File: src/include/blur_macros.svh
// Gaussian blur image parameters
`ifndef BLUR_MACROS_SVH
`define BLUR_MACROS_SVH

// active image size, kept small for simulation
`define BLUR_IMG_WIDTH 16
`define BLUR_IMG_HEIGHT 12

// colour channels per pixel (R, G, B)
`define BLUR_CHANNELS 3

// bits per colour channel
`define BLUR_CHAN_WIDTH 8

`endif

File: src/rtl/blur_pkg.sv
// Gaussian blur types
`include "blur_macros.svh"

package blur_pkg;

    // one colour sample
    typedef logic [`BLUR_CHAN_WIDTH-1:0] chan_t;

    // red in the top byte, then green, then blue
    typedef logic [`BLUR_CHANNELS*`BLUR_CHAN_WIDTH-1:0] pixel_t;

    // three neighbouring samples of one channel, leftmost in the top byte
    typedef logic [3*`BLUR_CHAN_WIDTH-1:0] row3_t;

    // raster position counters
    typedef logic [$clog2(`BLUR_IMG_WIDTH)-1:0] col_t;
    typedef logic [$clog2(`BLUR_IMG_HEIGHT)-1:0] line_t;

    // output pixels per frame, 14 x 10 interior pixels
    typedef logic [7:0] count_t;

endpackage

File: src/rtl/window_gen.sv
// 3x3 window generator
`timescale 1ns/1ps
`include "blur_macros.svh"

module window_gen (
    input  logic             clk_in,
    input  logic             rst_in,
    input  blur_pkg::pixel_t pixel_in,
    input  logic             pixel_valid_in,
    output blur_pkg::row3_t  r0_out [`BLUR_CHANNELS],
    output blur_pkg::row3_t  r1_out [`BLUR_CHANNELS],
    output blur_pkg::row3_t  r2_out [`BLUR_CHANNELS],
    output logic             window_valid_out
);

    localparam int W = `BLUR_CHAN_WIDTH;

    // line_buf_1 holds the previous line, line_buf_2 the one before it
    blur_pkg::pixel_t line_buf_1 [`BLUR_IMG_WIDTH];
    blur_pkg::pixel_t line_buf_2 [`BLUR_IMG_WIDTH];

    // stored pixels directly above the incoming one
    blur_pkg::pixel_t above_1;
    blur_pkg::pixel_t above_2;

    // window rows top to bottom with index 0 as the leftmost column
    blur_pkg::pixel_t win_top [3];
    blur_pkg::pixel_t win_mid [3];
    blur_pkg::pixel_t win_bot [3];

    blur_pkg::col_t  col_cnt;
    blur_pkg::line_t line_cnt;
    logic            last_col;
    logic            last_line;
    logic            interior;

    assign above_1   = line_buf_1[col_cnt];
    assign above_2   = line_buf_2[col_cnt];
    assign last_col  = (col_cnt == blur_pkg::col_t'(`BLUR_IMG_WIDTH - 1));
    assign last_line = (line_cnt == blur_pkg::line_t'(`BLUR_IMG_HEIGHT - 1));

    // a full 3x3 neighbourhood needs two earlier columns and two earlier lines
    assign interior = (col_cnt >= blur_pkg::col_t'(2)) && (line_cnt >= blur_pkg::line_t'(2));

    // raster position advances once per accepted pixel
    always_ff @(posedge clk_in) begin
        if (rst_in) begin
            col_cnt  <= '0;
            line_cnt <= '0;
        end else if (pixel_valid_in) begin
            if (last_col) begin
                col_cnt  <= '0;
                line_cnt <= last_line ? '0 : line_cnt + blur_pkg::line_t'(1);
            end else begin
                col_cnt <= col_cnt + blur_pkg::col_t'(1);
            end
        end
    end

    // each column moves one line down through the buffers
    always_ff @(posedge clk_in) begin
        if (pixel_valid_in) begin
            line_buf_2[col_cnt] <= above_1;
            line_buf_1[col_cnt] <= pixel_in;
        end
    end

    // shift the new column in from the right
    always_ff @(posedge clk_in) begin
        if (pixel_valid_in) begin
            win_top[0] <= win_top[1];
            win_top[1] <= win_top[2];
            win_top[2] <= above_2;

            win_mid[0] <= win_mid[1];
            win_mid[1] <= win_mid[2];
            win_mid[2] <= above_1;

            win_bot[0] <= win_bot[1];
            win_bot[1] <= win_bot[2];
            win_bot[2] <= pixel_in;
        end
    end

    always_ff @(posedge clk_in) begin
        if (rst_in) begin
            window_valid_out <= 1'b0;
        end else begin
            window_valid_out <= pixel_valid_in && interior;
        end
    end

    // split every window row into its colour channels
    always_comb begin
        for (int c = 0; c < `BLUR_CHANNELS; c++) begin
            r0_out[c] = {win_top[0][c*W +: W], win_top[1][c*W +: W], win_top[2][c*W +: W]};
            r1_out[c] = {win_mid[0][c*W +: W], win_mid[1][c*W +: W], win_mid[2][c*W +: W]};
            r2_out[c] = {win_bot[0][c*W +: W], win_bot[1][c*W +: W], win_bot[2][c*W +: W]};
        end
    end

    // line counter wraps before it reaches the image height
    assert property (@(posedge clk_in) disable iff (rst_in)
        (line_cnt < blur_pkg::line_t'(`BLUR_IMG_HEIGHT)));

endmodule

File: src/rtl/gaussian.sv
// 3x3 Gaussian convolution
`timescale 1ns/1ps
`include "blur_macros.svh"

module gaussian #(
    parameter int WIDTH = `BLUR_CHAN_WIDTH
) (
    input  logic               clk_in,
    input  logic               rst_in,
    input  logic [3*WIDTH-1:0] r0_data_in,
    input  logic [3*WIDTH-1:0] r1_data_in,
    input  logic [3*WIDTH-1:0] r2_data_in,
    input  logic               data_valid_in,
    output logic [WIDTH-1:0]   data_out,
    output logic               data_valid_out
);

    // 1-2-1 / 2-4-2 / 1-2-1 in raster order, weights sum to 16
    localparam logic [WIDTH+1:0] KERNEL [9] = '{1, 2, 1, 2, 4, 2, 1, 2, 1};

    logic [WIDTH-1:0] samp [9];
    logic [WIDTH-1:0] samp_max;

    // largest product is 4x a sample, so two extra bits
    logic [WIDTH+1:0] prod_s1 [9];
    logic [WIDTH+1:0] prod_s2 [9];

    // sum of weights is 16, four extra bits
    logic [WIDTH+3:0] sum_c;
    logic [WIDTH+3:0] sum_s3;

    logic valid_s1;
    logic valid_s2;
    logic valid_s3;

    // unpack rows, leftmost sample sits in the top slice
    always_comb begin
        for (int j = 0; j < 3; j++) begin
            samp[j]     = r0_data_in[(2-j)*WIDTH +: WIDTH];
            samp[3 + j] = r1_data_in[(2-j)*WIDTH +: WIDTH];
            samp[6 + j] = r2_data_in[(2-j)*WIDTH +: WIDTH];
        end
    end

    // stage 1, weight each sample
    always_ff @(posedge clk_in) begin
        for (int i = 0; i < 9; i++) begin
            prod_s1[i] <= {2'b00, samp[i]} * KERNEL[i];
        end
    end

    // stage 2, extra register ahead of the adder tree
    always_ff @(posedge clk_in) begin
        for (int i = 0; i < 9; i++) begin
            prod_s2[i] <= prod_s1[i];
        end
    end

    // stage 3, accumulate
    always_comb begin
        sum_c = '0;
        for (int i = 0; i < 9; i++) begin
            sum_c = sum_c + {2'b00, prod_s2[i]};
        end
    end

    always_ff @(posedge clk_in) begin
        sum_s3 <= sum_c;
    end

    // stage 4, divide by 16 with truncation
    always_ff @(posedge clk_in) begin
        data_out <= sum_s3[WIDTH+3:4];
    end

    // valid travels with the data through all four stages
    always_ff @(posedge clk_in) begin
        if (rst_in) begin
            valid_s1       <= 1'b0;
            valid_s2       <= 1'b0;
            valid_s3       <= 1'b0;
            data_valid_out <= 1'b0;
        end else begin
            valid_s1       <= data_valid_in;
            valid_s2       <= valid_s1;
            valid_s3       <= valid_s2;
            data_valid_out <= valid_s3;
        end
    end

    // brightest sample of the incoming window, used only by the check below
    always_comb begin
        samp_max = samp[0];
        for (int i = 1; i < 9; i++) begin
            if (samp[i] > samp_max) begin
                samp_max = samp[i];
            end
        end
    end

    // sum cannot exceed 16x the brightest sample of the window it came from
    assert property (@(posedge clk_in) disable iff (rst_in)
        valid_s3 |-> (sum_s3 <= {$past(samp_max, 3), 4'b0000}));

endmodule

File: src/rtl/pixel_merge.sv
// Channel merge and frame counter
`timescale 1ns/1ps
`include "blur_macros.svh"

module pixel_merge (
    input  logic                      clk_in,
    input  logic                      rst_in,
    input  blur_pkg::chan_t           chan_in [`BLUR_CHANNELS],
    input  logic [`BLUR_CHANNELS-1:0] chan_valid_in,
    output blur_pkg::pixel_t          pixel_out,
    output logic                      pixel_valid_out,
    output logic                      frame_done_out
);

    localparam int W = `BLUR_CHAN_WIDTH;

    // interior pixels per frame
    localparam int FRAME_PIXELS = (`BLUR_IMG_WIDTH - 2) * (`BLUR_IMG_HEIGHT - 2);

    blur_pkg::pixel_t packed_pix;
    blur_pkg::count_t out_count;
    logic             chan_valid;
    logic             last_pixel;

    // channels run in lockstep, so all valids agree
    assign chan_valid = &chan_valid_in;
    assign last_pixel = (out_count == blur_pkg::count_t'(FRAME_PIXELS - 1));

    // channel c goes back to the byte it was taken from
    always_comb begin
        for (int c = 0; c < `BLUR_CHANNELS; c++) begin
            packed_pix[c*W +: W] = chan_in[c];
        end
    end

    always_ff @(posedge clk_in) begin
        if (chan_valid) begin
            pixel_out <= packed_pix;
        end
    end

    always_ff @(posedge clk_in) begin
        if (rst_in) begin
            pixel_valid_out <= 1'b0;
            frame_done_out  <= 1'b0;
            out_count       <= '0;
        end else begin
            pixel_valid_out <= chan_valid;
            frame_done_out  <= chan_valid && last_pixel;
            if (chan_valid) begin
                out_count <= last_pixel ? '0 : out_count + blur_pkg::count_t'(1);
            end
        end
    end

    // separate convolution pipelines must never drift apart
    assert property (@(posedge clk_in) disable iff (rst_in)
        (chan_valid_in == '0) || (&chan_valid_in));

endmodule

File: src/rtl/blur_top.sv
// RGB Gaussian blur top level
`timescale 1ns/1ps
`include "blur_macros.svh"

module blur_top (
    input  logic             clk_in,
    input  logic             rst_in,
    input  blur_pkg::pixel_t pixel_in,
    input  logic             pixel_valid_in,
    output blur_pkg::pixel_t pixel_out,
    output logic             pixel_valid_out,
    output logic             frame_done_out
);

    // window rows per channel
    blur_pkg::row3_t r0 [`BLUR_CHANNELS];
    blur_pkg::row3_t r1 [`BLUR_CHANNELS];
    blur_pkg::row3_t r2 [`BLUR_CHANNELS];
    logic            window_valid;

    // blurred samples per channel
    blur_pkg::chan_t            blur_data [`BLUR_CHANNELS];
    logic [`BLUR_CHANNELS-1:0]  blur_valid;

    window_gen u_window_gen (
        .clk_in           (clk_in),
        .rst_in           (rst_in),
        .pixel_in         (pixel_in),
        .pixel_valid_in   (pixel_valid_in),
        .r0_out           (r0),
        .r1_out           (r1),
        .r2_out           (r2),
        .window_valid_out (window_valid)
    );

    // one convolution pipeline per colour channel
    for (genvar c = 0; c < `BLUR_CHANNELS; c++) begin : g_chan
        gaussian #(
            .WIDTH (`BLUR_CHAN_WIDTH)
        ) u_gaussian (
            .clk_in         (clk_in),
            .rst_in         (rst_in),
            .r0_data_in     (r0[c]),
            .r1_data_in     (r1[c]),
            .r2_data_in     (r2[c]),
            .data_valid_in  (window_valid),
            .data_out       (blur_data[c]),
            .data_valid_out (blur_valid[c])
        );
    end

    pixel_merge u_pixel_merge (
        .clk_in          (clk_in),
        .rst_in          (rst_in),
        .chan_in         (blur_data),
        .chan_valid_in   (blur_valid),
        .pixel_out       (pixel_out),
        .pixel_valid_out (pixel_valid_out),
        .frame_done_out  (frame_done_out)
    );

endmodule

File: config.mk
export PLATFORM = sky130hd
export DESIGN_NAME = blur_top
export DESIGN_NICKNAME = d
export VERILOG_FILES = /design/src/rtl/blur_pkg.sv /design/src/rtl/window_gen.sv /design/src/rtl/gaussian.sv /design/src/rtl/pixel_merge.sv /design/src/rtl/blur_top.sv
export VERILOG_INCLUDE_DIRS = /design/src /design/src/include
export SDC_FILE = /design/constraint.sdc
export NUM_CORES = 1
export LEC_CHECK = 0
export BUFFER_PORTS_ARGS = -buffer_cell sky130_fd_sc_hd__buf_2
export CORE_MARGIN = 5
export CORE_UTILIZATION = 50
export CTS_CLUSTER_DIAMETER = 200
export DETAILED_ROUTE_END_ITERATION = 10
export HOLD_SLACK_MARGIN = 0.12
export PLACE_DENSITY = 0.65
export SYNTH_ARGS = -nofsm -noshare
export SYNTH_HDL_FRONTEND = slang
export SYNTH_SLANG_ARGS = --single-unit
File: constraint.sdc
create_clock -name clk_in -period 6.4 [get_ports clk_in]
set_input_delay 0.96 -clock clk_in [delete_from_list [all_inputs] [get_ports clk_in]]
set_output_delay 0.96 -clock clk_in [all_outputs]
set_load 0.02 [all_outputs]
## After elaboration in Yosys (flattened, before gate mapping)

Memory sizes are Yosys's and may differ from the RTL's. A register that Yosys moved wholly into a read port is not among the register bits.
Cells that the tools add are included.

- Memories: 11
- RAM bits: 1524
- Register bits: 107
- Output and inout port bits: 26
- Input port bits: 27
- Logic and storage cells: 73

Memories:

| memory | words | width | read ports | clocked after memory_dff | wr ports | line | source |
|---|---|---|---|---|---|---|---|
| u_window_gen.line_buf_1 | 16 | 24 | 1 | 1 | 1 | window_gen.sv:19 | `` blur_pkg::pixel_t line_buf_1 [`BLUR_IMG_WIDTH]; `` |
| u_window_gen.line_buf_2 | 16 | 24 | 1 | 1 | 1 | window_gen.sv:20 | `` blur_pkg::pixel_t line_buf_2 [`BLUR_IMG_WIDTH]; `` |
| g_chan[0].u_gaussian.prod_s1 | 9 | 10 | 9 | 0 | 9 | gaussian.sv:25 | `logic [WIDTH+1:0] prod_s1 [9];` |
| g_chan[0].u_gaussian.prod_s2 | 9 | 10 | 9 | 0 | 9 | gaussian.sv:26 | `logic [WIDTH+1:0] prod_s2 [9];` |
| g_chan[1].u_gaussian.prod_s1 | 9 | 10 | 9 | 0 | 9 | gaussian.sv:25 |  |
| g_chan[1].u_gaussian.prod_s2 | 9 | 10 | 9 | 0 | 9 | gaussian.sv:26 |  |
| +5 memories | - | - | - | - | - | - |  |

- Reductions and logical operators: 4
- Magnitude comparators: 2
- Equality and inequality tests: 3
- $add $sub $neg: 27
- Muxes and demuxes: 9

Operators with widths:

| kind | count |
|---|---|
| $add 12x10->12 | 21 |
| $add 10x10->11 | 3 |
| $mux 4 | 6 |
| $add 4x1->4 const B | 2 |
| $add 8x1->8 const B | 1 |
| $eq 4x4->1 const B | 2 |
| $eq 8x8->1 const B | 1 |
| $ge 4x2->1 const B | 2 |
| $mux 8 | 1 |
| $logic_and 1x1->1 | 3 |
| $mux 1 | 2 |
| $reduce_and 2->1 | 1 |

## Logic depth before layout (Yosys ltp)

Gate-level depths: netlist of the first run.
An unclocked memory read counts as a cell.

- Depth in word-level cells: 9
- Mapped depth: 18
- Gate-level depth less buffers: 18

## By module

A second synthesis of the first run with hierarchy kept.

- Cells, all modules: 2658
- Area total of the unflattened synthesis: 52659.3 sq um

By module, submodules not included:

| module | seq. area each (sq um) | instances | area each (sq um) | cells an instance |
|---|---|---|---|---|
| window_gen | 29808.6 | 1 | 35754.3 | 1461 |
| gaussian (g_chan[0].u_gaussian ...) | 3283.1 | 2 | 5245.0 | 375 |
| gaussian (g_chan[2].u_gaussian) | 3283.1 | 1 | 5260.0 | 377 |
| pixel_merge | 920.9 | 1 | 1154.9 | 70 |

## Worst setup path before layout of the first run

No wires, ideal clock.

- Path type: reg2reg
- Start: memory g_chan[2].u_gaussian.prod_s2[0][1] (netlist bit)
- End: register g_chan[2].u_gaussian.sum_s3[11]
- Arrival: 4.601 ns
- Library setup time: 0.120 ns
- Path buffers: 0
- Slack: 1.679 ns
- Clock period less this slack: 4.721 ns
- Stages on the path, launching flop included: 19
- Required time: 6.280 ns
- Cell sequence: dfxtp_1 -> ha_1 -> inv_1 -> fa_1 -> nor2b_1 -> o31a_1 -> o21ai_0 -> a31oi_1 -> fa_1 -> inv_1 -> fa_1 -> fa_1 -> inv_1 -> fa_1 -> ha_1 -> a21o_1 -> a221oi_1 -> nor4b_1 -> a211o_1

RTL lines:

| item | line | source |
|---|---|---|
| start, declared | gaussian.sv:26 |  |
| end signal, assigned | gaussian.sv:68 | `sum_s3 <= sum_c;` |
| end, declared | gaussian.sv:30 | `logic [WIDTH+3:0] sum_s3;` |

==> results of run 1 <==
## report_power, final
part	switching, mW	internal, mW	total, mW
combinational	3.17	2.43	5.60
clock	3.43	4.86	8.28
sequential	0.225	11.3	11.5
total	6.82	18.6	25.4
## critical path, cell delays in order, from the launching register on
cell and delay (ns):
dfxtp_1 0.32, ha_1 0.20, inv_1 0.06, fa_1 0.41
nor2b_1 0.20, o31a_1 0.17, o21ai_0 0.09, a31oi_1 0.25
fa_1 0.45, inv_1 0.08, fa_1 0.43, fa_1 0.49
inv_1 0.05, fa_1 0.43, ha_1 0.37, a21o_1 0.21
a221oi_1 0.52, nor4b_1 0.11, a211o_1 0.24
## cells in the final DEF, fill, tap and decap left out, types with 6 or more instances in the layout
master	count
a21o_1	8
a21oi_1	36
a22oi_1	96
a31oi_1	7
and2_2	11
and3_1	6
buf_2	51
buf_4	24
bufinv_16	9
clkbuf_1	33
clkbuf_16	151
clkbuf_8	14
clkinv_1	13
clkinv_2	23
dfxtp_1	505
edfxtp_1	1008
fa_1	144
ha_1	64
inv_1	232
mux4_2	192
nand2_1	65
nand3_1	9
nand4_1	7
nand4b_1	6
nor2_1	31
nor2b_1	9
nor3_1	10
nor3b_1	6
nor4_1	10
o21ai_0	20
xnor2_1	21
xor2_1	13
## cell families (layout without fill, tap and decap cells)
| family | Yosys count | after routing | share of synthesized area [%] |
|---|---|---|---|
| and+or+nand+nor | 200 | 200 | 1.97 |
| DFF | 1515 | 1515 | 77.2 |
| adders and majority gates | 208 | 208 | 7.03 |
| AOI/OAI and AO/OA | 201 | 201 | 2.64 |
| muxes | 197 | 197 | 8.35 |
| other | 0 | 3 | 0 |
| xor gates and xnor gates | 34 | 34 | 0.568 |
| buffers and inverters | 299 | 571 | 2.29 |
## flip-flops by register name, indices dropped and copies added (netlist names), 8 cells and up, named ones only
name / flops
u_window_gen.line_buf_1: 384
u_window_gen.line_buf_2: 384
g_chan.u_gaussian.data_out: 24
u_window_gen.win_top: 72
g_chan.u_gaussian.sum_s3: 24
u_pixel_merge.out_count: 8
u_pixel_merge.pixel_out: 24
g_chan.u_gaussian.prod_s1: 216
g_chan.u_gaussian.prod_s2: 216
u_window_gen.win_mid: 72
u_window_gen.win_bot: 72
## final cells by class
class | instances | area, µm² | area share (%)
diodes | 3 | 7.51 | 0.0127
clock buffers | 199 | 4100 | 6.94
clock inverters | 61 | 586 | 0.992
inverters | 232 | 871 | 1.48
multi-input cells | 840 | 10800 | 18.3
flip-flops and latches | 1515 | 40400 | 68.5
well taps | 1380 | 1730 | 2.92
repair buffers | 79 | 510 | 0.865
## metal layers
layer | track usage [%] | vias up | routed length, µm
met5 | 0 | - | 27
met4 | 4.51 | 4 | 1820
met3 | 3.72 | 140 | 6030
met2 | 28.1 | 660 | 45900
met1 | 25.0 | 12000 | 42200
li1 | - | 10300 | -
## worst paths after layout
check,startpoint,to,cells after the start,slack (ns)
worst min register to register,g_chan[2].u_gaussian.prod_s1[0][48]$_DFF_P_,g_chan[2].u_gaussian.prod_s2[0][48]$_DFF_P_,0,0.30
worst max register to register,g_chan[2].u_gaussian.prod_s2[0][11]$_DFF_P_,g_chan[2].u_gaussian.sum_s3[11]$_DFF_P_,18,1.20
worst min-delay path,g_chan[2].u_gaussian.prod_s1[0][48]$_DFF_P_,g_chan[2].u_gaussian.prod_s2[0][48]$_DFF_P_,0,0.30
worst max-delay path,g_chan[2].u_gaussian.prod_s2[0][11]$_DFF_P_,g_chan[2].u_gaussian.sum_s3[11]$_DFF_P_,18,1.20
==> metrics.md, run 1 <==
| Metric | Value |
|---|---|
| Share of layout cells above drive strength 1 | `~17%` |
| CTS tree | `built` |
| Final max-slew violation count | `0` |
| Critical Path AT | `~5.8 ns` |
| Synth top area share | `between 50% and 60%` |
| Drt drc | `0` |
| Most common cell in the synthesized netlist | `edfxtp_1` |
| Post-synth EDFFs | `1008` |
| Num CTS Buffers | `143` |
| Detail Route Antenna Nets | `0` |
| Crit Path Class | `flip-flop to flip-flop` |
| Root buffer cell | `clkbuf_16` |
| Slew margin rel. | `a little under a quarter` |
| Crit end category | `flip-flop` |
| Worst Path Required | `between 6 and 7 ns` |
| Cells after synthesis | `between 2000 and 3000` |
| Final setup fails | `0` |
| Status | `finished, final reports clean` |
| Post-CTS setup repair buffer count | `0` |
| Initial Utilization | `between 50% and 60%` |
| Hold Fails Final Rpt | `0` |
| Clock sinks | `1515` |
| Avg Cell Area, Syn | `just under 20 µm²` |
| CORE AREA | `just over 0.1 mm²` |
| Total Wirelength | `96.0 mm` |
| Gpl congestion | `about 0.8` |
| Total power | `25.4 mW` |
| Io pins | `53` |
| Area of placed instances | `approximately 0.054 mm²` |
| Synth area leaders | `edfxtp_1, dfxtp_1, mux4_2` |
| Most area-hungry cell type in the Yosys netlist | `edfxtp_1` |
| Netlist cell types | `49` |
| Die Wd | `roughly 330 µm` |
| Cts hold-fix bufs | `0` |
| Utilization after layout | `56.9%` |
| Post-Place Worst Slack | `approximately 1.2 ns` |
| Die area | `between 0.1 and 0.15 mm²` |
| All-Layer GR Usage | `between 10% and 20%` |
| Min Tclk post-route | `~5.2 ns` |
| Largest net degree at the start of global routing | `around 110` |
| Mapped Area | `0.0524 mm²` |
| Drt via density | `approximately 5.4` |
| Post-placement cell count | `4046` |
| Maxcap violations | `0` |
| PD cells | `roughly 430 mW/mm²` |
| Routed length per placed instance | `around 22 µm` |
| Startpoint Class | `flip-flop` |
| PnR worst setup slack | `between 1 and 1.5 ns` |
| NumNets Final | `between 3000 and 4000` |
| Hold WS | `just over 0.3 ns` |
| Vias | `23100` |
| Design area | `0.0590 mm²` |
| Global route overflow | `0` |
| Fill count | `around 7600` |
| Main synth FF type | `edfxtp_1` |
| Skew-Pair Late Insertion Delay | `0.72 ns` |
| Syn Nets | `between 2000 and 3000` |
| CP max FO | `6` |
| Hold Crit Class | `flip-flop to flip-flop` |
| Fmax | `roughly 190 MHz` |
| Vias in the first global route | `24400` |
| RSZ-0062 raised after global routing | `false` |
| CTS Buffer Depth | `3` |
| Pleak | `approximately 21 nW` |
| Initial DRC Count | `between 1500 and 2000` |
| Row count | `~120` |
| Detailed placement HPWL | `53.8 mm` |
| First-pass GRT wire length | `148 mm` |
| H-tree depth | `4` |
| Worst-margin pin slew | `1.15 ns` |
| Max Clock Skew | `approximately 0.024 ns` |
| Chip height | `~330 µm` |
| Ys async rst share | `0%` |
| Synth top cells by count | `edfxtp_1, dfxtp_1, inv_1` |
| Crit share post-route | `between 80% and 90%` |
| Setup_tns | `0 ns` |
| Clock slew seen by the registers of the worst setup and hold paths | `around 0.060 ns` |
| Peak VDD IR | `between 0.3 and 0.4 mV` |
| Register area share after synthesis | `between 70% and 80%` |
| PortBufs | `52` |
| Non-filler cells, final | `4309` |
| Initial antenna violation count | `7` |
| Syn-to-layout area delta | `12.7%` |
| DRT Pass-1 Iters | `5` |
| CTS resizes | `0` |
| FF+latch count, synth | `1515` |
| Warnings from Yosys | `0` |
Power figures use the tool's default switching activity.
==> inputs of run 2 (changes only) <==
==> constraint.sdc (replaced) <==
create_clock -name clk_in -period 5.4 [get_ports clk_in]
set_input_delay 0.81 -clock clk_in [delete_from_list [all_inputs] [get_ports clk_in]]
set_output_delay 0.81 -clock clk_in [all_outputs]
set_load 0.02 [all_outputs]
==> metrics.md, run 2 (same netlist as run 1, synthesis figures left out) <==
| Metric | Value |
|---|---|
| Utilization after layout | `57.1% (+0.20 points)` |
| Setup_tns | `0 ns (unchanged)` |
| Vias | `23300 (+0.70%)` |
| Final max-slew violation count | `0 (unchanged)` |
| Detailed placement HPWL | `56.5 mm (+5.0%)` |
| Worst-margin pin slew | `0.973 ns (-0.175 ns)` |
| Detail Route Antenna Nets | `0 (unchanged)` |
| Total Wirelength | `96.2 mm (+0.29%)` |
| Drt via density | `5.38 (+0.26%)` |
| FF-to-FF setup slack | `0.20 ns (-0.99 ns)` |
| Global route overflow | `0 (unchanged)` |
| Hold Fails Final Rpt | `0 (unchanged)` |
| Io pins | `53 (unchanged)` |
| Status | `finished, final reports clean` |
| H-tree depth | `4 (unchanged)` |
| Area of placed instances | `0.0545 mm² (+0.36%)` |
| Crit share post-route | `96.2% (+15 points)` |
| Most used cell, CP | `fa_1` |
| PnR worst setup slack | `0.205 ns (-0.991 ns)` |
| Post-placement cell count | `4062 (+0.40%)` |
| Die Wd | `334 µm (unchanged)` |
| Crit Path Class | `flip-flop to flip-flop` |
| NumNets Final | `3063 (+0.56%)` |
| Routed length per placed instance | `22.2 µm (-0.15%)` |
| PortBufs | `52 (unchanged)` |
| Min Tclk post-route | `5.20 ns (-0.00875 ns)` |
| Root buffer cell | `clkbuf_16` |
| Design area | `0.0593 mm² (+0.36%)` |
| Pleak | `21.2 nW (+0.47%)` |
| Startpoint Class | `flip-flop` |
| Initial DRC Count | `2151 (+15%)` |
| Slowest stage cell, crit path | `a221oi_1` |
| Die area | `0.111 mm² (unchanged)` |
| Clock slew seen by the registers of the worst setup and hold paths | `0.06 ns (about the same)` |
| Initial Utilization | `50.5% (unchanged)` |
| Drt drc | `0 (unchanged)` |
| PD cells | `512 mW/mm² (+19%)` |
| Num CTS Buffers | `144 (+0.70%)` |
| First-pass GRT wire length | `149 mm (+0.75%)` |
| Cts hold-fix bufs | `0 (unchanged)` |
| Peak VDD IR | `0.463 mV (+49%)` |
| Row count | `118 (unchanged)` |
| Final setup fails | `0 (unchanged)` |
| All-Layer GR Usage | `17.6% (+0.023 points)` |
| Worst Path Required | `6.01 ns (-0.98 ns)` |
| CTS Buffer Depth | `3 (unchanged)` |
| DRT Pass-1 Iters | `7 (+2)` |
| Critical Path AT | `5.81 ns (+0.02 ns)` |
| Slowest Stage Delay on Critical Path | `0.53 ns (about the same)` |
| Syn-to-layout area delta | `13.1%` |
| Max Clock Skew | `0.0250 ns (+0.00116 ns)` |
| RSZ-0062 raised after global routing | `false` |
| Critical Path, Cell by Cell | `ha_1 -> inv_1 -> fa_1 -> nor2b_1 -> o31a_1 -> o21ai_0 -> a31oi_1 -> fa_1 -> inv_1 -> fa_1 -> fa_1 -> inv_1 -> fa_1 -> ha_1 -> a21o_1 -> a221oi_1 -> nor3_1 -> a311oi_1` |
| Largest net degree at the start of global routing | `71 (-33%)` |
| Initial antenna violation count | `3 (-4)` |
| Largest regs | `u_window_gen.line_buf_1: 384 flops, u_window_gen.line_buf_2: 384 flops` |
| Slew margin rel. | `35.1% (+12 points)` |
| ANT cells | `0 (-3)` |
| Crit end category | `flip-flop` |
| Post-CTS setup repair buffer count | `0 (unchanged)` |
| Hold Crit Class | `flip-flop to flip-flop` |
| Clock sinks | `1515 (unchanged)` |
| CTS tree | `built` |
| Maxcap violations | `0 (unchanged)` |
| Post-Place Worst Slack | `0.234 ns (-1.01 ns)` |
| Vias in the first global route | `24600 (+0.78%)` |
| Most frequent cells in the layout | `edfxtp_1, dfxtp_1, inv_1` |
| Non-filler cells, final | `4328 (+0.44%)` |
| Most common library cell in the layout ignoring fill and taps | `edfxtp_1` |
| Gpl congestion | `0.788 (+0.92%)` |
| Fmax | `192 MHz (+0.17%)` |
| Chip height | `334 µm (unchanged)` |
| Skew-Pair Late Insertion Delay | `0.72 ns (about the same)` |
| Share of layout cells above drive strength 1 | `17.8% (+0.48 points)` |
| CP max FO | `6 (unchanged)` |
| CORE AREA | `0.104 mm² (unchanged)` |
## run 2: cell count changes in the layout (fill, tap and decap cells not counted), moves of 4 or more
| cell | delta |
|---|---|
| clkbuf_16 | +4 |
| bufinv_16 | -6 |
| clkinv_2 | -5 |
| clkinv_1 | +13 |
| buf_12 | +6 |
| buf_4 | +10 |
| clkbuf_1 | -8 |
## run 2: where the power goes
group	internal, mW	total, mW	switching [mW]
Sequential	13.4	13.6	0.282
Combinational	2.95	6.93	3.97
Clock	5.59	9.76	4.16
Total	21.9	30.3	8.42
## run 2: area by class of cell
class | instances | area [µm²]
sequential | 1515 | 40400
multi-input combinational | 840 | 10800
clock buffer | 193 | 4150
inverter | 232 | 871
clock inverter | 73 | 553
fill | 7535 | 44500
timing repair buffer | 95 | 706
tap | 1380 | 1730
## run 2: path summary, 6_finish.rpt
path,end,depth (start not counted),from
max,g_chan[1].u_gaussian.sum_s3[11]$_DFF_P_,18,g_chan[1].u_gaussian.prod_s2[0][1]$_DFF_P_
max reg2reg,g_chan[1].u_gaussian.sum_s3[11]$_DFF_P_,18,g_chan[1].u_gaussian.prod_s2[0][1]$_DFF_P_
min reg2reg,g_chan[0].u_gaussian.prod_s2[0][6]$_DFF_P_,0,g_chan[0].u_gaussian.prod_s1[0][6]$_DFF_P_
min,g_chan[0].u_gaussian.prod_s2[0][6]$_DFF_P_,0,g_chan[0].u_gaussian.prod_s1[0][6]$_DFF_P_
## run 2: metrics by stage
| step | power (mW) | hold WS (ns) |
|---|---|---|
| global route | 32.0 | 0.327 |
| global placement | 20.3 | 0.310 |
| CTS | 30.5 | 0.322 |
| finish | 30.3 | 0.321 |
| floorplan | 18.9 | 0.310 |
| detailed placement | 20.7 | 0.312 |
## run 2: repair_timing
| action | 4_1_cts | 5_1_grt |
|---|---|---|
| endpoints found under the hold margin | 0 | 0 |
| resized for setup | 0 | 1 |
| endpoints found under the setup margin | 0 | 1 |
## run 2: worst max-delay path, delay by kind of cell, from the launching register on
family                   cells  cell delay, ns
adder cells (fa/ha/maj)      7            2.76
AO/OA/AOI/OAI                6            1.48
AND/OR/NAND/NOR              2            0.34
flip-flops                   1            0.31
buffers and inverters        3            0.20
## run 2: per-layer routing
layer,up-vias,wire (µm),global-route usage [%]
met1,12100,42400,25.6
met3,150,6140,3.07
li1,10300,-,-
met4,0,1950,5.29
met2,747,45800,27.6
met5,-,0,0
==> inputs of run 3 (changes only) <==
--- a/config.mk
+++ b/config.mk
@@ -15,4 +15,5 @@
 export PLACE_DENSITY = 0.65
 export SYNTH_ARGS = -nofsm -noshare
 export SYNTH_HDL_FRONTEND = slang
+export SYNTH_HIERARCHICAL = 1
 export SYNTH_SLANG_ARGS = --single-unit
==> constraint.sdc (replaced) <==
create_clock -name clk_in -period 5.9 [get_ports clk_in]
set_input_delay 0.885 -clock clk_in [delete_from_list [all_inputs] [get_ports clk_in]]
set_output_delay 0.885 -clock clk_in [all_outputs]
set_load 0.02 [all_outputs]
==> metrics.md, run 3 <==
| Metric | Value |
|---|---|
| Sequential share of power | `44.3% (-0.7 points)` |
| Detail Route Antenna Nets | `0 (unchanged)` |
| Hold Crit Class | `flip-flop to flip-flop` |
| Root buffer cell | `clkbuf_16` |
| Startpoint Class | `flip-flop` |
| Maxcap violations | `0 (unchanged)` |
| DRT Pass-1 Iters | `5 (-2)` |
| CP max FO | `6 (unchanged)` |
| Gpl congestion | `0.785 (-0.33%)` |
| Post-placement cell count | `4079 (+0.42%)` |
| RSZ-0062 raised after global routing | `false` |
| Initial DRC Count | `2082 (-3.2%)` |
| Die area | `0.112 mm² (+0.51%)` |
| Chip height | `335 µm (+0.25%)` |
| Critical Path AT | `6.06 ns (+0.25 ns)` |
| Syn-to-layout area delta | `13.1% (about the same)` |
| Fmax | `184 MHz (-4.5%)` |
| Detailed placement HPWL | `57.5 mm (+1.9%)` |
| Hold Fails Final Rpt | `0 (unchanged)` |
| Total Wirelength | `97.8 mm (+1.6%)` |
| Share of layout cells above drive strength 1 | `18.6% (+0.76 points)` |
| All-Layer GR Usage | `17.8% (+0.28 points)` |
| Row count | `119 (+0.85%)` |
| Max Clock Skew | `0.0177 ns (-0.00725 ns)` |
| Cts hold-fix bufs | `0 (unchanged)` |
| Most area-hungry cell type in the Yosys netlist | `edfxtp_1` |
| Int Pwr | `20.5 mW (-6.5%)` |
| Worst Path Required | `6.51 ns (+0.50 ns)` |
| Min Tclk post-route | `5.44 ns (+0.246 ns)` |
| Mapped Area | `0.0527 mm² (+0.52%)` |
| Final setup fails | `0 (unchanged)` |
| Drt drc | `0 (unchanged)` |
| PortBufs | `52 (unchanged)` |
| Global route overflow | `0 (unchanged)` |
| Post-CTS setup repair buffer count | `0 (unchanged)` |
| NumNets Final | `3071 (+0.26%)` |
| Synth area leaders | `edfxtp_1, dfxtp_1, mux4_2` |
| PD cells | `474 mW/mm² (-7.3%)` |
| Clock share of power | `32.2% (about the same)` |
| Worst-margin pin slew | `1.10 ns (+0.130 ns)` |
| Switching part of the total | `27.5% (-0.25 points)` |
| Vias | `23400 (+0.75%)` |
| Clock sinks | `1523 (+0.53%)` |
| FF+latch count, synth | `1523 (+0.53%)` |
| Cells after synthesis | `2658 (+0.15%)` |
| CORE AREA | `0.105 mm² (+1.1%)` |
| First-pass GRT wire length | `151 mm (+1.1%)` |
| Crit Path Class | `flip-flop to flip-flop` |
| Net switching power figure | `7.78 mW (-7.6%)` |
| Setup_tns | `0 ns (unchanged)` |
| Routed length per placed instance | `22.5 µm (+1.2%)` |
| Comb power frac | `23.5% (+0.7 points)` |
| Largest net degree at the start of global routing | `73 (+2.8%)` |
| Drt via density | `5.39 (+0.33%)` |
| Most common cell in the synthesized netlist | `edfxtp_1` |
| Register area share after synthesis | `77.1% (-0.097 points)` |
| Slew margin rel. | `26.4% (-8.7 points)` |
| CTS tree | `built` |
| Crit share post-route | `92.2% (-4.0 points)` |
| H-tree depth | `4 (unchanged)` |
| Pleak | `21.2 nW (about the same)` |
| Initial Utilization | `50.2% (-0.31 points)` |
| Ys async rst share | `0% (unchanged)` |
| Hold WS | `0.314 ns (-0.00696 ns)` |
| Final max-slew violation count | `0 (unchanged)` |
| Warnings from Yosys | `6 (+6)` |
| Skew-Pair Late Insertion Delay | `0.73 ns (about the same)` |
| Num CTS Buffers | `146 (+1.4%)` |
| Synth top cells by count | `edfxtp_1, dfxtp_1, inv_1` |
| Largest regs | `u_window_gen/line_buf_1: 384 flops, u_window_gen/line_buf_2: 384 flops` |
| Non-filler cells, final | `4346 (+0.42%)` |
| Clock slew seen by the registers of the worst setup and hold paths | `0.07 ns (about the same)` |
| CTS Buffer Depth | `3 (unchanged)` |
| Status | `finished, final reports clean` |
| Main synth FF type | `edfxtp_1` |
| CTS resizes | `0 (unchanged)` |
| Crit end category | `flip-flop` |
| Netlist cell types | `57 (+16%)` |
| Die Wd | `335 µm (+0.25%)` |
| Most frequent cells in the layout | `edfxtp_1, dfxtp_1, inv_1` |
| Syn Nets | `2893 (+0.14%)` |
| Avg Cell Area, Syn | `19.8 µm² (+0.37%)` |
| Post-synth EDFFs | `1008 (unchanged)` |
| Synth top area share | `57.5% (-0.30 points)` |
| Peak VDD IR | `0.437 mV (-5.6%)` |
| Vias in the first global route | `24800 (+0.73%)` |
| Initial antenna violation count | `8 (+5)` |
| Most common library cell in the layout ignoring fill and taps | `edfxtp_1` |
| Io pins | `53 (unchanged)` |
==> run 3: cell families (layout without fill, tap and decap cells) <==
family	after synthesis	after routing	synth area share, %
AO/OA/AOI/OAI	209	209	2.92
flip-flops	1523	1523	77.1
multiplexers	196	196	8.29
adder cells (fa/ha/maj)	208	208	7.00
AND/OR/NAND/NOR	204	204	2.02
other	0	3	0
XOR/XNOR	33	33	0.549
buffers and inverters	285	579	2.17
==> run 3: worst max-delay path, cell delays in order (launching register included) <==
cell,delay (ns)
dfxtp_1,0.31
ha_1,0.21
inv_1,0.08
fa_1,0.46
nor2b_1,0.22
o31ai_1,0.10
a21oi_1,0.24
a31oi_1,0.11
fa_1,0.54
inv_1,0.05
fa_1,0.50
fa_1,0.51
fa_1,0.54
inv_1,0.04
ha_1,0.38
a21o_1,0.25
a221oi_4,0.34
nor3_1,0.08
or3_1,0.37
==> run 3: cell type report <==
class	count	area, µm²
Fill cell	7644	45400
Tap cell	1391	1740
Sequential cell	1523	40600
Inverter	220	826
Multi-Input combinational cell	850	11000
Clock buffer	201	4210
Clock inverter	63	563
Antenna cell	3	7.51
Timing Repair Buffer	95	643
==> run 3: path summary, 6_finish.rpt <==
path / start / endpoint / slack (ns) / cells past startpoint
worst min-delay path: g_chan[2].u_gaussian/prod_s1[0][34]$_DFF_P_ / g_chan[2].u_gaussian/prod_s2[0][44]$_DFF_P_ / 0.31 / 0
worst min register to register: g_chan[2].u_gaussian/prod_s1[0][34]$_DFF_P_ / g_chan[2].u_gaussian/prod_s2[0][44]$_DFF_P_ / 0.31 / 0
worst max register to register: g_chan[2].u_gaussian/prod_s2[0][1]$_DFF_P_ / g_chan[2].u_gaussian/sum_s3[11]$_DFF_P_ / 0.46 / 18
worst max-delay path: g_chan[2].u_gaussian/prod_s2[0][1]$_DFF_P_ / g_chan[2].u_gaussian/sum_s3[11]$_DFF_P_ / 0.46 / 18
==> run 3: stage by stage <==
step	instance area, µm²	setup WS [ns]	power (mW)	util [%]
6_report	59600	0.458	28.3	56.7
5_1_grt	59500	0.216	29.9	56.7
3_5_place_dp	54800	0.513	19.4	52.2
4_1_cts	59500	0.472	28.6	56.7
3_3_place_gp	54800	0.514	19.1	52.2
2_1_floorplan	52700	0.826	17.9	-
==> run 3: power by group through the flow <==
stage	logic (mW)	registers [mW]	clock network, mW
after floorplan	5.27	12.6	0
after global placement	6.35	12.7	0
after detailed placement	6.65	12.8	0
after CTS	6.70	12.5	9.32
after global routing	7.55	12.6	9.80
final	6.63	12.5	9.10
==> run 3: layer usage <==
layer / GRT usage [%] / up-vias / share of wire, % / wire [µm]
met5: 0 / - / 0.042 / 41
met4: 4.90 / 6 / 2.2 / 2120
met3: 3.73 / 160 / 6.8 / 6660
met2: 28.5 / 703 / 48 / 47000
met1: 25.4 / 12200 / 43 / 42000
li1: - / 10300 / - / -
